--- config.mk ---
export PLATFORM = sky130hd
export DESIGN_NAME = aguPipe
export DESIGN_NICKNAME = d
export VERILOG_FILES = /design/src/design/aguPipePkg.sv /design/src/design/aguPipe.sv /design/src/design/aguAccessCheck.sv /design/src/design/aguAddrGen.sv /design/src/design/aguIssueStage.sv /design/src/design/aguRegFile.sv
export VERILOG_INCLUDE_DIRS = /design/src /design/src/design
export SDC_FILE = /design/constraint.sdc
export NUM_CORES = 1
export LEC_CHECK = 0
export BUFFER_PORTS_ARGS = -buffer_cell sky130_fd_sc_hd__buf_2
export CORE_AREA = 2 2 373 375
export DETAILED_ROUTE_END_ITERATION = 8
export DIE_AREA = 0 0 375 377
export PLACE_DENSITY = 0.56
export SYNTH_ARGS = -nofsm -noshare
export SYNTH_HDL_FRONTEND = slang
export SYNTH_SLANG_ARGS = --single-unit
export TNS_END_PERCENT = 5
--- constraint.sdc ---
create_clock -name clk -period 8.45 [get_ports clk]
set_input_delay 0.845 -clock clk [delete_from_list [all_inputs] [get_ports clk]]
set_output_delay 0.845 -clock clk [all_outputs]
set_load 0.01 [all_outputs]
--- src/design/aguPipe_cfg.svh ---
/* Address pipeline configuration. The segment width must divide the
   address width into exactly three segments for the carry-select adder. */
`ifndef AGU_PIPE_CFG_SVH
`define AGU_PIPE_CFG_SVH

// full effective address width
`define AGU_ADDR_W 48

// carry-select adder segment width
`define AGU_SEG_W 16

// register file depth and index width
`define AGU_REG_CNT 16
`define AGU_REG_IDX_W 4

// highest address an access may reach without a limit fault
`define AGU_LIMIT 48'h0000_FFFF_FFFF

`endif
--- src/design/aguPipePkg.sv ---
/* Shared types of the address pipeline. Control word bits [7:6] (condition
   code) and bit 8 are carried in the micro-op but never decoded. */
`default_nettype none

`include "aguPipe_cfg.svh"

package aguPipePkg;

	// access size, ctrl[5:4]
	typedef enum logic [1:0] {SIZE_BYTE, SIZE_WORD, SIZE_LONG, SIZE_QUAD} accSize_t;

	// index shift amount, ctrl[1:0]
	typedef enum logic [1:0] {SCALE_1, SCALE_2, SCALE_4, SCALE_8} scale_t;

	// fault code on the output, limit wins over alignment
	typedef enum logic [1:0] {FAULT_NONE, FAULT_ALIGN, FAULT_LIMIT} fault_t;

	// issue payload
	typedef struct packed {
		logic [`AGU_REG_IDX_W-1:0] rm;
		logic [`AGU_REG_IDX_W-1:0] ri;
		logic [15:0] disp;
		logic [8:0] ctrl;
	} aguUop_t;

	// control word after decode, held in stage 1
	typedef struct packed {
		accSize_t size;
		scale_t scale;
		logic zext;
		logic dispEn;
		logic wide;
		logic [15:0] disp;
	} aguDecoded_t;

	// stage 2 input, decoded fields lined up with the register data
	typedef struct packed {
		aguDecoded_t dec;
		logic [`AGU_ADDR_W-1:0] base;
		logic [`AGU_ADDR_W-1:0] index;
	} aguOperands_t;

	// stage 2 output
	typedef struct packed {
		logic [`AGU_ADDR_W-1:0] addr;
		accSize_t size;
	} aguResult_t;

endpackage

`default_nettype wire

--- src/design/aguPipe.sv ---
/* Three-stage address pipeline, fixed 3-cycle latency, no stall.
   The register file is loaded only through the write strobe. */
`timescale 1ns/10ps
`default_nettype none

`include "aguPipe_cfg.svh"

module aguPipe (
	input wire logic clk,
	input wire logic rst,
	input wire logic issueValid,
	input aguPipePkg::aguUop_t uop,
	input wire logic wide,
	input wire logic wrEn,
	input wire logic [`AGU_REG_IDX_W-1:0] wrIdx,
	input wire logic [`AGU_ADDR_W-1:0] wrData,
	output logic outValid,
	output logic [`AGU_ADDR_W-1:0] outAddr,
	output aguPipePkg::fault_t outFault
);

	import aguPipePkg::*;

	// register file read path
	logic [`AGU_REG_IDX_W-1:0] rdIdxA;
	logic [`AGU_REG_IDX_W-1:0] rdIdxB;
	logic [`AGU_ADDR_W-1:0] rdDataA;
	logic [`AGU_ADDR_W-1:0] rdDataB;

	// stage handoffs
	logic opValid;
	aguOperands_t ops;
	logic resValid;
	aguResult_t res;

	aguRegFile aguRegFile_inst (.clk(clk), .rst(rst), .rdIdxA(rdIdxA), .rdIdxB(rdIdxB),
		.rdDataA(rdDataA), .rdDataB(rdDataB), .wrEn(wrEn), .wrIdx(wrIdx), .wrData(wrData));

	// stage 1
	aguIssueStage aguIssueStage_inst (.clk(clk), .rst(rst), .issueValid(issueValid),
		.uop(uop), .wide(wide), .rdIdxA(rdIdxA), .rdIdxB(rdIdxB), .rdDataA(rdDataA),
		.rdDataB(rdDataB), .opValid(opValid), .ops(ops));

	// stage 2
	aguAddrGen aguAddrGen_inst (.clk(clk), .rst(rst), .opValid(opValid), .ops(ops),
		.resValid(resValid), .res(res));

	// stage 3
	aguAccessCheck aguAccessCheck_inst (.clk(clk), .rst(rst), .resValid(resValid),
		.res(res), .outValid(outValid), .outAddr(outAddr), .outFault(outFault));

endmodule

`default_nettype wire

--- src/design/aguAccessCheck.sv ---
/* Stage 3: limit and alignment check. A limit fault hides any alignment
   fault on the same access. */
`timescale 1ns/10ps
`default_nettype none

`include "aguPipe_cfg.svh"

module aguAccessCheck (
	input wire logic clk,
	input wire logic rst,
	input wire logic resValid,
	input aguPipePkg::aguResult_t res,
	output logic outValid,
	output logic [`AGU_ADDR_W-1:0] outAddr,
	output aguPipePkg::fault_t outFault
);

	import aguPipePkg::*;

	logic misaligned;
	fault_t faultNext;

	always_comb
	begin
		// low log2(size) bits must be clear
		case (res.size)
			SIZE_BYTE: misaligned = 1'b0;
			SIZE_WORD: misaligned = res.addr[0];
			SIZE_LONG: misaligned = |res.addr[1:0];
			SIZE_QUAD: misaligned = |res.addr[2:0];
			default: misaligned = 1'b0;
		endcase

		if (res.addr > `AGU_LIMIT)
			faultNext = FAULT_LIMIT;
		else if (misaligned)
			faultNext = FAULT_ALIGN;
		else
			faultNext = FAULT_NONE;
	end

	always_ff @(posedge clk)
	begin
		if (rst)
			outValid <= 1'b0;
		else
			outValid <= resValid;
	end

	// address and fault ride alongside the valid
	always_ff @(posedge clk)
	begin
		outAddr <= res.addr;
		outFault <= faultNext;
	end

endmodule

`default_nettype wire

--- src/design/aguAddrGen.sv ---
/* Stage 2: base + (index << scale) + disp over three carry-select segments.
   Index is extended from its low 32 bits; narrow mode zeroes the top segment. */
`timescale 1ns/10ps
`default_nettype none

`include "aguPipe_cfg.svh"

module aguAddrGen (
	input wire logic clk,
	input wire logic rst,
	input wire logic opValid,
	input aguPipePkg::aguOperands_t ops,
	output logic resValid,
	output aguPipePkg::aguResult_t res
);

	import aguPipePkg::*;

	localparam int SegW = `AGU_SEG_W;
	localparam int AddrW = `AGU_ADDR_W;

	// extended and scaled index
	logic [AddrW-1:0] extIdx;
	logic [AddrW-1:0] scIdx;

	// displacement term, zero when disabled
	logic [SegW-1:0] dispTerm;

	// segment sums, two carry bits on top
	logic [SegW+1:0] lowSum;
	logic [SegW+1:0] midSum;
	logic [SegW+1:0] highSum;
	logic [SegW-1:0] highSeg;

	aguResult_t resNext;

	// one carry-select segment
	// carry-in of 0..2: bit 1 folds into both sums, bit 0 picks one
	function automatic logic [SegW+1:0] segSum(
		input logic [SegW-1:0] a,
		input logic [SegW-1:0] b,
		input logic [1:0] cin
	);
		logic [SegW+1:0] sumC0;
		logic [SegW+1:0] sumC1;
		sumC0 = {2'b00, a} + {2'b00, b} + {{SegW{1'b0}}, cin[1], 1'b0};
		sumC1 = sumC0 + 1'b1;
		return cin[0] ? sumC1 : sumC0;
	endfunction

	always_comb
	begin
		// sign-extend from bit 31 unless zext
		extIdx = {(ops.dec.zext ? 16'h0000 : {16{ops.index[31]}}), ops.index[31:0]};

		case (ops.dec.scale)
			SCALE_1: scIdx = extIdx;
			SCALE_2: scIdx = {extIdx[AddrW-2:0], 1'b0};
			SCALE_4: scIdx = {extIdx[AddrW-3:0], 2'b00};
			SCALE_8: scIdx = {extIdx[AddrW-4:0], 3'b000};
			default: scIdx = extIdx;
		endcase

		dispTerm = ops.dec.dispEn ? ops.dec.disp : '0;

		// low segment, three terms so the carry can reach 2
		lowSum = {2'b00, ops.base[SegW-1:0]} + {2'b00, scIdx[SegW-1:0]} + {2'b00, dispTerm};

		// middle takes the full two-bit carry
		midSum = segSum(ops.base[2*SegW-1:SegW], scIdx[2*SegW-1:SegW], lowSum[SegW+1:SegW]);

		// high segment, carry out dropped
		highSum = segSum(ops.base[3*SegW-1:2*SegW], scIdx[3*SegW-1:2*SegW],
			midSum[SegW+1:SegW]);

		// narrow mode
		highSeg = ops.dec.wide ? highSum[SegW-1:0] : '0;

		resNext.addr = {highSeg, midSum[SegW-1:0], lowSum[SegW-1:0]};
		resNext.size = ops.dec.size;
	end

	always_ff @(posedge clk)
	begin
		if (rst)
			resValid <= 1'b0;
		else
			resValid <= opValid;
	end

	always_ff @(posedge clk)
	begin
		res <= resNext;
	end

endmodule

`default_nettype wire

--- src/design/aguIssueStage.sv ---
/* Stage 1: decodes the control word and launches the register reads.
   Condition code bits are ignored, every issue proceeds. */
`timescale 1ns/10ps
`default_nettype none

`include "aguPipe_cfg.svh"

module aguIssueStage (
	input wire logic clk,
	input wire logic rst,
	input wire logic issueValid,
	input aguPipePkg::aguUop_t uop,
	input wire logic wide,
	output logic [`AGU_REG_IDX_W-1:0] rdIdxA,
	output logic [`AGU_REG_IDX_W-1:0] rdIdxB,
	input wire logic [`AGU_ADDR_W-1:0] rdDataA,
	input wire logic [`AGU_ADDR_W-1:0] rdDataB,
	output logic opValid,
	output aguPipePkg::aguOperands_t ops
);

	import aguPipePkg::*;

	// decoded fields, combinational and registered
	aguDecoded_t decNext;
	aguDecoded_t decReg;

	// register indices go straight to the register file
	assign rdIdxA = uop.rm;
	assign rdIdxB = uop.ri;

	// split the control word
	always_comb
	begin
		decNext.size = accSize_t'(uop.ctrl[5:4]);
		decNext.scale = scale_t'(uop.ctrl[1:0]);
		decNext.zext = uop.ctrl[2];
		decNext.dispEn = uop.ctrl[3];
		decNext.wide = wide;
		decNext.disp = uop.disp;
	end

	// valid tracks the register read latency
	always_ff @(posedge clk)
	begin
		if (rst)
			opValid <= 1'b0;
		else
			opValid <= issueValid;
	end

	always_ff @(posedge clk)
	begin
		decReg <= decNext;
	end

	// decoded fields and read data both arrive one cycle after issue
	always_comb
	begin
		ops.dec = decReg;
		ops.base = rdDataA;
		ops.index = rdDataB;
	end

endmodule

`default_nettype wire

--- src/design/aguRegFile.sv ---
/* Register file with two registered read ports and one write port.
   Same-cycle read and write of one entry returns the old contents. */
`timescale 1ns/10ps
`default_nettype none

`include "aguPipe_cfg.svh"

module aguRegFile (
	input wire logic clk,
	input wire logic rst,
	input wire logic [`AGU_REG_IDX_W-1:0] rdIdxA,
	input wire logic [`AGU_REG_IDX_W-1:0] rdIdxB,
	output logic [`AGU_ADDR_W-1:0] rdDataA,
	output logic [`AGU_ADDR_W-1:0] rdDataB,
	input wire logic wrEn,
	input wire logic [`AGU_REG_IDX_W-1:0] wrIdx,
	input wire logic [`AGU_ADDR_W-1:0] wrData
);

	// register array
	logic [`AGU_ADDR_W-1:0] regs [`AGU_REG_CNT];

	// write port, whole array cleared on reset
	always_ff @(posedge clk)
	begin
		if (rst)
		begin
			for (int i = 0; i < `AGU_REG_CNT; i++)
			begin
				regs[i] <= '0;
			end
		end
		else if (wrEn)
		begin
			regs[wrIdx] <= wrData;
		end
	end

	// read ports, data one cycle after the index
	// nonblocking read sees the value before this edge's write
	always_ff @(posedge clk)
	begin
		rdDataA <= regs[rdIdxA];
		rdDataB <= regs[rdIdxB];
	end

endmodule

`default_nettype wire

Yosys cells after proc, flatten, opt, wreduce, memory -nomap -nowiden
Memory sizes are Yosys's and may differ from the RTL's. A register that Yosys moved wholly into a read port is not among the register bits.
Index checks and enable logic that the tools add are counted.
Widths: inputs -> output; s select.
- register bits after elaboration: 126
- memory bits (writable): 768
- input port bits: 90
- output and inout bits: 51
- word-level logic and storage cells: 50
- memories: 1
- $add $sub $neg: 8
- order comparisons: 1
- equality and inequality tests: 6
- mux-type cells: 15
- reduce and logical (&&, ||, !) cells: 5
- memories (name ; depth ; bits a word ; read ports ; clocked after memory_dff ; wr ports ; RTL line ; source):
    aguRegFile_inst.regs ; 16 ; 48 ; 2 ; 2 ; 16 ; aguRegFile.sv:21 ; logic [`AGU_ADDR_W-1:0] regs [`AGU_REG_CNT];
- operator list (kind ; count):
    $pmux 48 s4 ; 1
    $gt 48x32->1 const B ; 1
    $mux 16 ; 3
    $mux 48 ; 1
    $reduce_or 48->1 ; 1
    $add 16x16->17 ; 2
    $add 18x1->18 const B ; 1
    $add 18x16->18 ; 1
    $add 18x2->18 ; 1
    $mux 18 ; 1
    $add 16x1->16 const B ; 1
    $add 16x16->16 ; 1
    $add 16x2->16 ; 1
    $eq 2x2->1 const B ; 4
    $mux 1 ; 7
    $eq 2x1->1 const B ; 2
    $logic_not 2->1 ; 2
    $mux 4 ; 1
    $pmux 1 s4 ; 1
    $reduce_or 3->1 ; 1
    $reduce_or 2->1 ; 1

Logic depth before layout (Yosys ltp)
Gate-level depths: netlist (run 1).
- depth in word-level cells: 10
- mapped depth: 48

Hierarchy
A second synthesis (run 1) with hierarchy kept.
- cell total of the unflattened synthesis: 3460
- area, all modules: 50051.8 µm²
- modules (own cells, without submodules) (module ; times used ; cells an instance ; area an instance (µm²) ; sequential area each (µm²)):
    aguRegFile ; 1 ; 2607 ; 41668.7 ; 24984.0
    aguAddrGen ; 1 ; 663 ; 5999.5 ; 1021.0
    aguIssueStage ; 1 ; 129 ; 1275.0 ; 480.5
    aguAccessCheck ; 1 ; 61 ; 1108.6 ; 1021.0

Worst setup path before layout (run 1)
No wires, ideal clock.
- path kind: register to register
- start point: register aguIssueStage_inst.decReg (netlist bit aguIssueStage_inst.ops[115])
- end point: register aguAddrGen_inst.res[49] (netlist name)
- library setup time: 123 ps
- data arrival time: 9174 ps
- data required time: 8327 ps
- path slack: -847 ps
- stages on the path, launching flop included: 44
- path buffers: 3
- clock period less this slack: 9297 ps
- path through: dfxtp_1 clkbuf_1 buf_1 mux4_2 ha_1 o211ai_1 a21oi_2 nor4_2 nor3_1 xor2_1 ha_1 a21oi_1 nor2b_1 o21bai_1 nor4_1 or4_1 o21a_1 o21ai_0 (+8 left out) o32ai_1 nand2_1 fa_1 inv_1 ha_1 inv_1 fa_1 nor2b_1 o31a_1 o21ai_0 nand2b_1 xnor2_1 nor4_1 and3b_1 nand4_1 nor4_1 a21oi_1 mux2_1
- cells in the longest elaborated chain, start to end: 10
- elaborated cells between the ends (all ways): 15
- ends and longest elaborated chain (item ; RTL line ; source):
    start: declaration ; aguIssueStage.sv:26 ; aguDecoded_t decReg;
    start signal: assignment ; aguIssueStage.sv:54 ; decReg <= decNext;
    $eq 2x2->1, or another cell as far along ; aguAddrGen.sv:56 ; case (ops.dec.scale)
    $pmux 48 s4 * ; aguAddrGen.sv:56 ;
    $add 16x16->17 ; aguAddrGen.sv:67 ; lowSum = {2'b00, ops.base[SegW-1:0]} + {2'b00, scIdx[SegW-1:0]} + {2'b00, dispTerm};
    $add 18x16->18 ; aguAddrGen.sv:67 ;
    $add 18x2->18 ; aguAddrGen.sv:46 ; sumC0 = {2'b00, a} + {2'b00, b} + {{SegW{1'b0}}, cin[1], 1'b0};
    $add 18x1->18 ; aguAddrGen.sv:47 ; sumC1 = sumC0 + 1'b1;
    $mux 18 ; aguAddrGen.sv:48 ; return cin[0] ? sumC1 : sumC0;
    $add 16x2->16 ; aguAddrGen.sv:46 ;
    $add 16x1->16 ; aguAddrGen.sv:47 ;
    $mux 16 * ; aguAddrGen.sv:48 ;
Mark *: on every way between the ends. The rest lies on a longest branch, timed or not.
A chain may end at the register's enable or synchronous reset.

Worst setup path after layout (run 1)
- start point: register aguIssueStage_inst.decReg (netlist bit aguIssueStage_inst.ops[115])
- end point: register aguAddrGen_inst.res[49] (netlist name)
- cells in the longest elaborated chain, start to end: 10
- elaborated cells between the ends (all ways): 15
- ends and longest elaborated chain (item ; RTL line):
    $eq 2x2->1, or another cell as far along ; aguAddrGen.sv:56
    $pmux 48 s4 * ; aguAddrGen.sv:56
    $add 16x16->17 ; aguAddrGen.sv:67
    $add 18x16->18 ; aguAddrGen.sv:67
    $add 18x2->18 ; aguAddrGen.sv:46
    $add 18x1->18 ; aguAddrGen.sv:47
    $mux 18 ; aguAddrGen.sv:48
    $add 16x2->16 ; aguAddrGen.sv:46
    $add 16x1->16 ; aguAddrGen.sv:47
    $mux 16 * ; aguAddrGen.sv:48
Marks and branches as above.

==> impl_summary.md, run 1 <==
Critical path
The slowest cell on the critical path is or4_4. The worst path required time is 9.06 ns. The maximum fanout encountered on the critical timing path is 5. The critical path class is flop to flop. The data arrival time at the worst-slack endpoint is about 9.1 ns. The kind of launch point of the worst setup path is a flop.

STA classifies the critical path endpoint as a flop. The worst stage delay on the critical path is ~0.53 ns. The critical path's top delay family is simple AND/OR/NAND/NOR gates. The worst path buffer plus inverter count is 6.

Route
The post-route DRC violation count is 0. Across all layers, the routed design uses approximately 27000 vias. In the final routed layout, each cell accounts on average for around 26 um. After the first detailed-routing iteration, the DRC count stood at 2396. The routed wire length is around 140000 um. The number of search-and-repair iterations in the first detailed-routing pass is 7. The count of nets left with antenna violations once routing finished came out at 0. Using the TritonRoute via totals, the vias-per-cell ratio works out to roughly 5.2.

Timing
The portion of the clock cycle consumed by the worst path in the final layout is 1.00. The worst-case clock skew is about 0.035 ns. Setup violations remaining at the end of the flow were counted as 1. Across all setup checks in the final design, the least slack found is -0.0239 ns.

The final hold violation count was 0. At the pin with the least slew margin, the transition time is between 1 and 1.5 ns. Setup repair after global routing could not meet its margin everywhere. The number of pins with negative max-slew slack in the final report is 0. The worst hold margin is 0.218 ns. The remaining max-slew budget at the tightest pin is 0.278.

The final critical delay including setup and external delays is 8.47 ns. The highest attainable clock frequency is approximately 0.12 GHz.

Power
The worst ir drop on vdd is between 150 and 200 uV. Power spread over the standard cell area amounts to ~250 nW/um^2. Summed over all cells, the static leakage comes to 19.8 nW.

Final layout
The finished layout holds approximately 5200 standard cells, fillers aside. The register area is ~27000 sq um. In the final design database the tool counted ~3500 nets. Relative to the synthesized area, the layout overhead comes to 15.7%. The area used by multi-input combinational logic is roughly 20000 sq um. The share of cells above drive strength 1 is 0.305. The final core utilization is 0.404. After filler insertion, the fill cell instance count of the layout stands at about 12000.

Synthesis
Yosys printed 0 warnings. Of the post-synthesis cell area, the dominant cell type holds 0.483. In this run, synthesis inferred about 770 flip-flops with an integrated enable. The number of library cell types mapped by synthesis is 98. After synthesis, the cell types taking the most area are edfxtp_1, mux4_2, and2_1, dfxtp_1, ha_1. Counting flops and latches in the post-synthesis netlist gives 974.

The mean cell area of the mapped netlist is ~15 sq um. When the netlist entered floorplanning its net count stood at 3300. The biggest area consumer among synthesized cells is edfxtp_1. The register area share after synthesis is 0.569. In the synthesized netlist, the number of instances is roughly 3100.

Ranked by instance count, the synthesized netlist is headed by and2_1, edfxtp_1, mux4_2. Of all flip-flops after synthesis, the portion carrying an async set or reset was 0. The cell with the most instances after synthesis is and2_1. Among all flip-flop cells after synthesis, the most frequent one is edfxtp_1.

The cell area that synthesis handed to floorplanning was approximately 48000 sq um.

GRT
The number of antenna violations at the first check in global routing is 34. After global routing the overflow that remains totals 0. The pin count of the biggest net entering global routing is 141. The first global-routing pass estimated 200000 um of wire.

The via count of the first global-routing pass is about 29000. For this run, the total global-route usage over all layers was measured as 0.196.

CTS
The TritonCTS clock tree is built. The CTS root buffer is clkbuf_16. Buffers inserted to repair hold after CTS numbered 0. The number of buffers on the longest clock path is 3.

The CTS sink count is just under 1000. The number of buffers inserted during clock tree synthesis is approximately 110. At the later pin of the worst-skew pair, clock insertion delay measures around 0.74 ns. The CTS clock-pin slew for the worst setup and hold paths is 0.06 ns. The CTS H-tree depth is 3.

Placed design
The half-perimeter wire length after placement is between 70000 and 80000 um. The pre-CTS setup slack is -0.523 ns. The count of buffers from port buffering is ~140. At the end of routability-driven placement, the weighted congestion stood at about 0.73. Counting tap cells, the placed design contains a total of about 5000 instances.

Floorplanning
The die outline height is ~380 um. For this configuration, the core starts out at a cell density of 0.349. The die is around 380 um wide. The die covers roughly 140000 sq um. During I/O placement, the number of pins put on the boundary was between 100 and 150. The floorplan step defined a core boundary enclosing ~140000 sq um. The row count is between 100 and 150.

Min path
The class of the worst hold path is input pin to flop.

Run
Max-cap violations in this run came to 0.

Run status
The flow ran to the end, but the final reports show violations. The final reports fail on setup timing.
## kinds of logic after synthesis
family | Yosys count | share of synthesized area
multiplexers | 450 | 0.205
XOR/XNOR | 76 | 0.0153
AO/OA/AOI/OAI | 188 | 0.0283
AND/OR/NAND/NOR | 1077 | 0.137
adder cells (fa/ha/maj) | 86 | 0.0233
flip-flops | 974 | 0.569
buffers and inverters | 273 | 0.0224
## state kept, by name, indices dropped and copies added (netlist names)
signal                        flops
aguRegFile_inst.regs            768
aguAddrGen_inst.res              50
aguAccessCheck_inst.outAddr      48
aguRegFile_inst.rdDataA          48
aguRegFile_inst.rdDataB          32
aguIssueStage_inst.ops           23
aguAccessCheck_inst.outFault      2
aguAccessCheck_inst.outValid      1
aguAddrGen_inst.resValid          1
aguIssueStage_inst.opValid        1
## per-stage QoR
step	total power, W	setup TNS (ns)	cell area, sq um
after floorplan	0.00779	0	47900
after global placement	0.00884	-1.79	51300
after detailed placement	0.00886	-2.24	51300
after CTS	0.0138	-0.273	55200
after global routing	0.0143	-4.04	55300
final	0.0137	-0.0239	55300
## final timing paths
check / start / endpoint / slack (ns) / cells past startpoint
hold reg to reg: aguAddrGen_inst.res[22]$_DFF_P_ / aguAccessCheck_inst.outAddr[20]$_DFF_P_ / 0.32 / 0
setup / recovery: aguIssueStage_inst.ops[115]$_DFF_P_ / aguAddrGen_inst.res[49]$_SDFF_PN0_ / -0.02 / 43
setup reg to reg: aguIssueStage_inst.ops[115]$_DFF_P_ / aguAddrGen_inst.res[49]$_SDFF_PN0_ / -0.02 / 43
hold / removal: uop[21] / aguIssueStage_inst.ops[108]$_DFF_P_ / 0.22 / 1
## layout make-up
cell class / count / area share
repair buffers: 316 / 0.0382
well taps: 1794 / 0.0406
multi-input cells: 1877 / 0.360
diodes: 8 / 0.000362
flip-flops and latches: 974 / 0.492
clock inverters: 53 / 0.0115
inverters: 29 / 0.00197
clock buffers: 154 / 0.0558
## worst reg2reg max path: cells and delay by family (launching register included)
family          cells  cell delay, ns
xor+xnor            2            0.34
simple gates       14            2.53
buf+inv             6            0.64
flops               1            0.38
fa+ha+maj           6            1.77
compound gates     14            2.37
mux                 1            0.32
## power by group
part	leakage, nW	total, W	switching, W	internal [W]
combinational	8.89	0.00287	0.00147	0.00140
sequential	9.06	0.00590	0.000223	0.00568
clock	1.82	0.00488	0.00201	0.00286
total	19.8	0.0137	0.00371	0.00994
## what timing repair did
action,CTS,global route
resized for setup,23,6
pin swaps,28,1
setup buffers,12,0
endpoints found under the setup margin,7,9
## metal layers
layer	GRT usage	wire, um	up-vias	share of wire
met5	0	103	-	0.00075
met3	0.0366	9590	232	0.070
li1	-	-	12178	-
met4	0.0593	3550	18	0.026
met2	0.343	69600	860	0.51
met1	0.247	55000	13817	0.40
## placed cells by master, fill, tap and decap left out, drive strengths merged, types with 19 or more instances in the layout
master	n
a21o	21
a21oi	53
and2	797
buf	314
clkbuf	156
clkinv	37
dfxtp	206
edfxtp	768
ha	81
inv	33
mux2i	24
mux4	421
nand2	61
nor2	65
nor2b	19
nor3	21
o21ai	39
or2	23
xnor2	53
xor2	23
(Power assumes the default switching activity.)
==> inputs of run 2 (changes only) <==
- CORE_AREA: 2 2 373 375 -> 2 2 382 384
- DIE_AREA: 0 0 375 377 -> 0 0 384 386
- SYNTH_HIERARCHICAL: default -> 1
==> impl_summary.md, run 2 <==
Critical path
The worst path required time is 9.08 ns (was 9.06 ns). The slowest cell on the critical path is mux4_2 (was or4_4). The kind of launch point of the worst setup path was a flop (unchanged). The nature of the critical path endpoint is a flop (unchanged).

The maximum fanout encountered on the critical timing path came to 3 (was 5). The critical path class is flop to flop (unchanged). The data arrival time at the worst-slack endpoint is 10.21 ns (was 9.08 ns).

The worst stage delay on the critical path came to 0.57 ns (was 0.53 ns).

Timing
The remaining max-slew budget at the tightest pin is 0.218 (was 0.278). The final hold violation count was 0 (unchanged). The portion of the clock cycle consumed by the worst path in the final layout is 1.13 (was 1.00). The number of failing setup endpoints in the final timing report is 12 (was 1).

The highest attainable clock frequency was 0.104 GHz (was 0.118 GHz). The setup slack after layout is -1.13 ns (was -0.0239 ns). The transition time at the pin with the least slew margin was 1.17 ns (was 1.08 ns). The worst-case clock skew is 0.0344 ns (was 0.0351 ns). Setup repair after global routing missed its margin: true (unchanged). The worst hold margin is 0.247 ns (was 0.218 ns). The final critical delay including setup and external delays was 9.58 ns (was 8.47 ns).

The number of pins with negative max-slew slack in the final report is 0 (unchanged).

CTS
The TritonCTS clock tree is built (unchanged). The clock latency of the later-clocked register in the worst-skew pair is 0.71 ns (was 0.74 ns). The CTS root buffer was clkbuf_16 (unchanged). The number of buffers inserted during clock tree synthesis is 103 (was 109). The CTS H-tree depth was 3 (unchanged). The number of buffers on the longest clock path is 3 (unchanged).

The quantity of hold-fixing buffers added after cts came to 0 (unchanged). The CTS clock-pin slew for the worst setup and hold paths is 0.06 ns (about the same). The CTS sink count came to 974 (unchanged).

Run
The count of maximum capacitance violations was 0 (unchanged).

Run status
Result of the run: finished, violations left (unchanged). Violations in the final reports: setup timing (unchanged).

Final layout
The net count of the finished layout came to 3606 (was 3483). The share of cells above drive strength 1 is 0.280 (was 0.305). The number of flip-flops under the largest register name is 768 (unchanged). The register with the most flip-flops is aguRegFile_inst/regs (was aguRegFile_inst.regs). Top library cells by usage in the layout, fill and taps aside: and2_1, edfxtp_1, mux4_2 (unchanged).

The area growth from synthesis to final layout is 14.6% (was 15.7%). Largest registers: aguRegFile_inst/regs: 768 flops, aguAddrGen_inst/res: 50 flops (was aguRegFile_inst.regs: 768 flops, aguAddrGen_inst.res: 50 flops). The finished layout cell area came to 54800 sq um (was 55300 sq um). The count of filler cells inserted in the layout is 13450 (was 12330). The final standard cell count with taps included and fillers excluded is 5430 (was 5205). The most common cell after layout, fill and taps aside is and2_1 (unchanged).

Floorplanning
The row count is 140 (was 136). The starting utilization of the core area is 0.331 (was 0.349). The width of the die is 384 um (was 375 um). The placeable core area is 145000 sq um (was 137000 sq um). The die outline height was 386 um (was 377 um).

The total die area was 148000 sq um (was 141000 sq um). The number of top-level design ports came to 141 (unchanged).

GRT
The number of antenna violations at the first check in global routing is 38 (was 34). The total track usage is 0.189 (was 0.196). The residual overflow from global routing is 0 (unchanged).

The global-route wire length before repair is 202000 um (was 200000 um). The via count of the first global-routing pass is 28649 (was 28530). The pin count of the biggest net entering global routing was 95 (was 141).

Synthesis
The synthesized area is 47800 sq um (about the same). The synthesized netlist cell count is 3306 (was 3124). The mean cell area of the mapped netlist was 14.5 sq um (was 15.3 sq um). The net count after synthesis is 3495 (was 3300). The total of warnings raised by yosys is 6 (was 0).

Placed design
The final weighted congestion of routability-driven global placement is 0.767 (was 0.731). The instance area at placement was 51000 sq um (was 51300 sq um). The half-perimeter wire length after placement came to 74200 um (was 75000 um). The count of placed standard cells including taps is 5214 (was 4978). The count of buffers from port buffering is 137 (unchanged).

Min path
The class of the worst hold path is input pin to flop (unchanged).

Route
The average via count per standard cell is 5.24 (was 5.21). The number of search-and-repair iterations in the first detailed-routing pass is 7 (unchanged). The total number of vias came to 28464 (was 27105). The average wire per standard cell came to 25.9 um (was 26.5 um).

The routed wire length is 141000 um (was 138000 um). The count of antenna-violating nets left after detailed routing is 0 (unchanged). The post-route DRC violation count was 0 (unchanged). The initial detailed-routing violation count is 2901 (was 2396).

Power
The reported leakage power is 19.9 nW (was 19.8 nW). The worst ir drop on vdd is 204 uV (was 161 uV). The power per cell area is 240 nW/um^2 (was 247 nW/um^2).
==> run 2: cell count changes in the layout (fill, tap and decap cells not counted), sizes merged, moves of 5 or more <==
cell and delta:
nand2 +49, a22oi +160, o21ai -5, nand2b -11, ha +12, mux2i -19, clkinv -8, xnor2 -7
mux4 -73, clkbuf -6, nor2 -18, buf +40, a311o -5
==> run 2: power breakdown <==
part	leakage (nW)	switching, W	total [W]	internal [W]
Combinational	9.20	0.00134	0.00260	0.00126
Sequential	9.06	0.000218	0.00587	0.00566
Clock	1.68	0.00197	0.00466	0.00270
==> run 2: what timing repair did <==
action,CTS,global route
resized for setup,26,26
pin swaps,33,33
setup buffers,12,3
endpoints found under the setup margin,14,15
endpoints found under the hold margin,0,0
==> run 2: cell type report <==
class | count | area, sq um | share of cell area
antenna | 7 | 17.5 | 0.000320
sequential | 974 | 27200 | 0.496
tap | 1917 | 2400 | 0.0438
clock buffer | 148 | 2940 | 0.0536
inverter | 27 | 101 | 0.00185
clock inverter | 46 | 514 | 0.00938
multi-input combinational | 1955 | 19200 | 0.351
timing repair buffer | 356 | 2410 | 0.0439
==> run 2: worst paths after layout <==
kind / startpoint / to / slack (ns) / cells past startpoint
setup / recovery: aguIssueStage_inst/ops[115]$_DFF_P_ / aguAddrGen_inst/res[49]$_SDFF_PN0_ / -1.13 / 45
hold / removal: uop[11] / aguIssueStage_inst/ops[98]$_DFF_P_ / 0.25 / 1
setup reg to reg: aguIssueStage_inst/ops[115]$_DFF_P_ / aguAddrGen_inst/res[49]$_SDFF_PN0_ / -1.13 / 45
hold reg to reg: aguIssueStage_inst/ops[118]$_DFF_P_ / aguAddrGen_inst/res[1]$_DFF_P_ / 0.33 / 0
==> run 2: per-layer routing <==
layer  vias up  global-route usage  wire length (um)
li1      12538                   -                 -
met1     14552               0.275             61900
met2      1159               0.282             61400
met3       191              0.0509             14700
met4        24              0.0382              2420
met5         -                   0               159
==> run 2: metrics by stage <==
step	utilization	setup slack [ns]	total power, W	setup TNS (ns)
6_report	0.379	-1.13	0.0131	-8.88
4_1_cts	0.378	-1.25	0.0132	-10.75
5_1_grt	0.379	-1.70	0.0137	-16.43
3_5_place_dp	0.353	-1.39	0.00847	-12.50
3_3_place_gp	0.353	-1.31	0.00845	-11.53
2_1_floorplan	-	-1.06	0.00751	-7.24
==> run 2: critical path, delay by kind of cell, from the launching register on <==
kind            cells  cell delay [ns]
mux                 1             0.57
xor+xnor            1             0.17
simple gates       10             2.03
buf+inv             5             0.52
compound gates     20             3.31
fa+ha+maj           8             2.58
flops               1             0.37
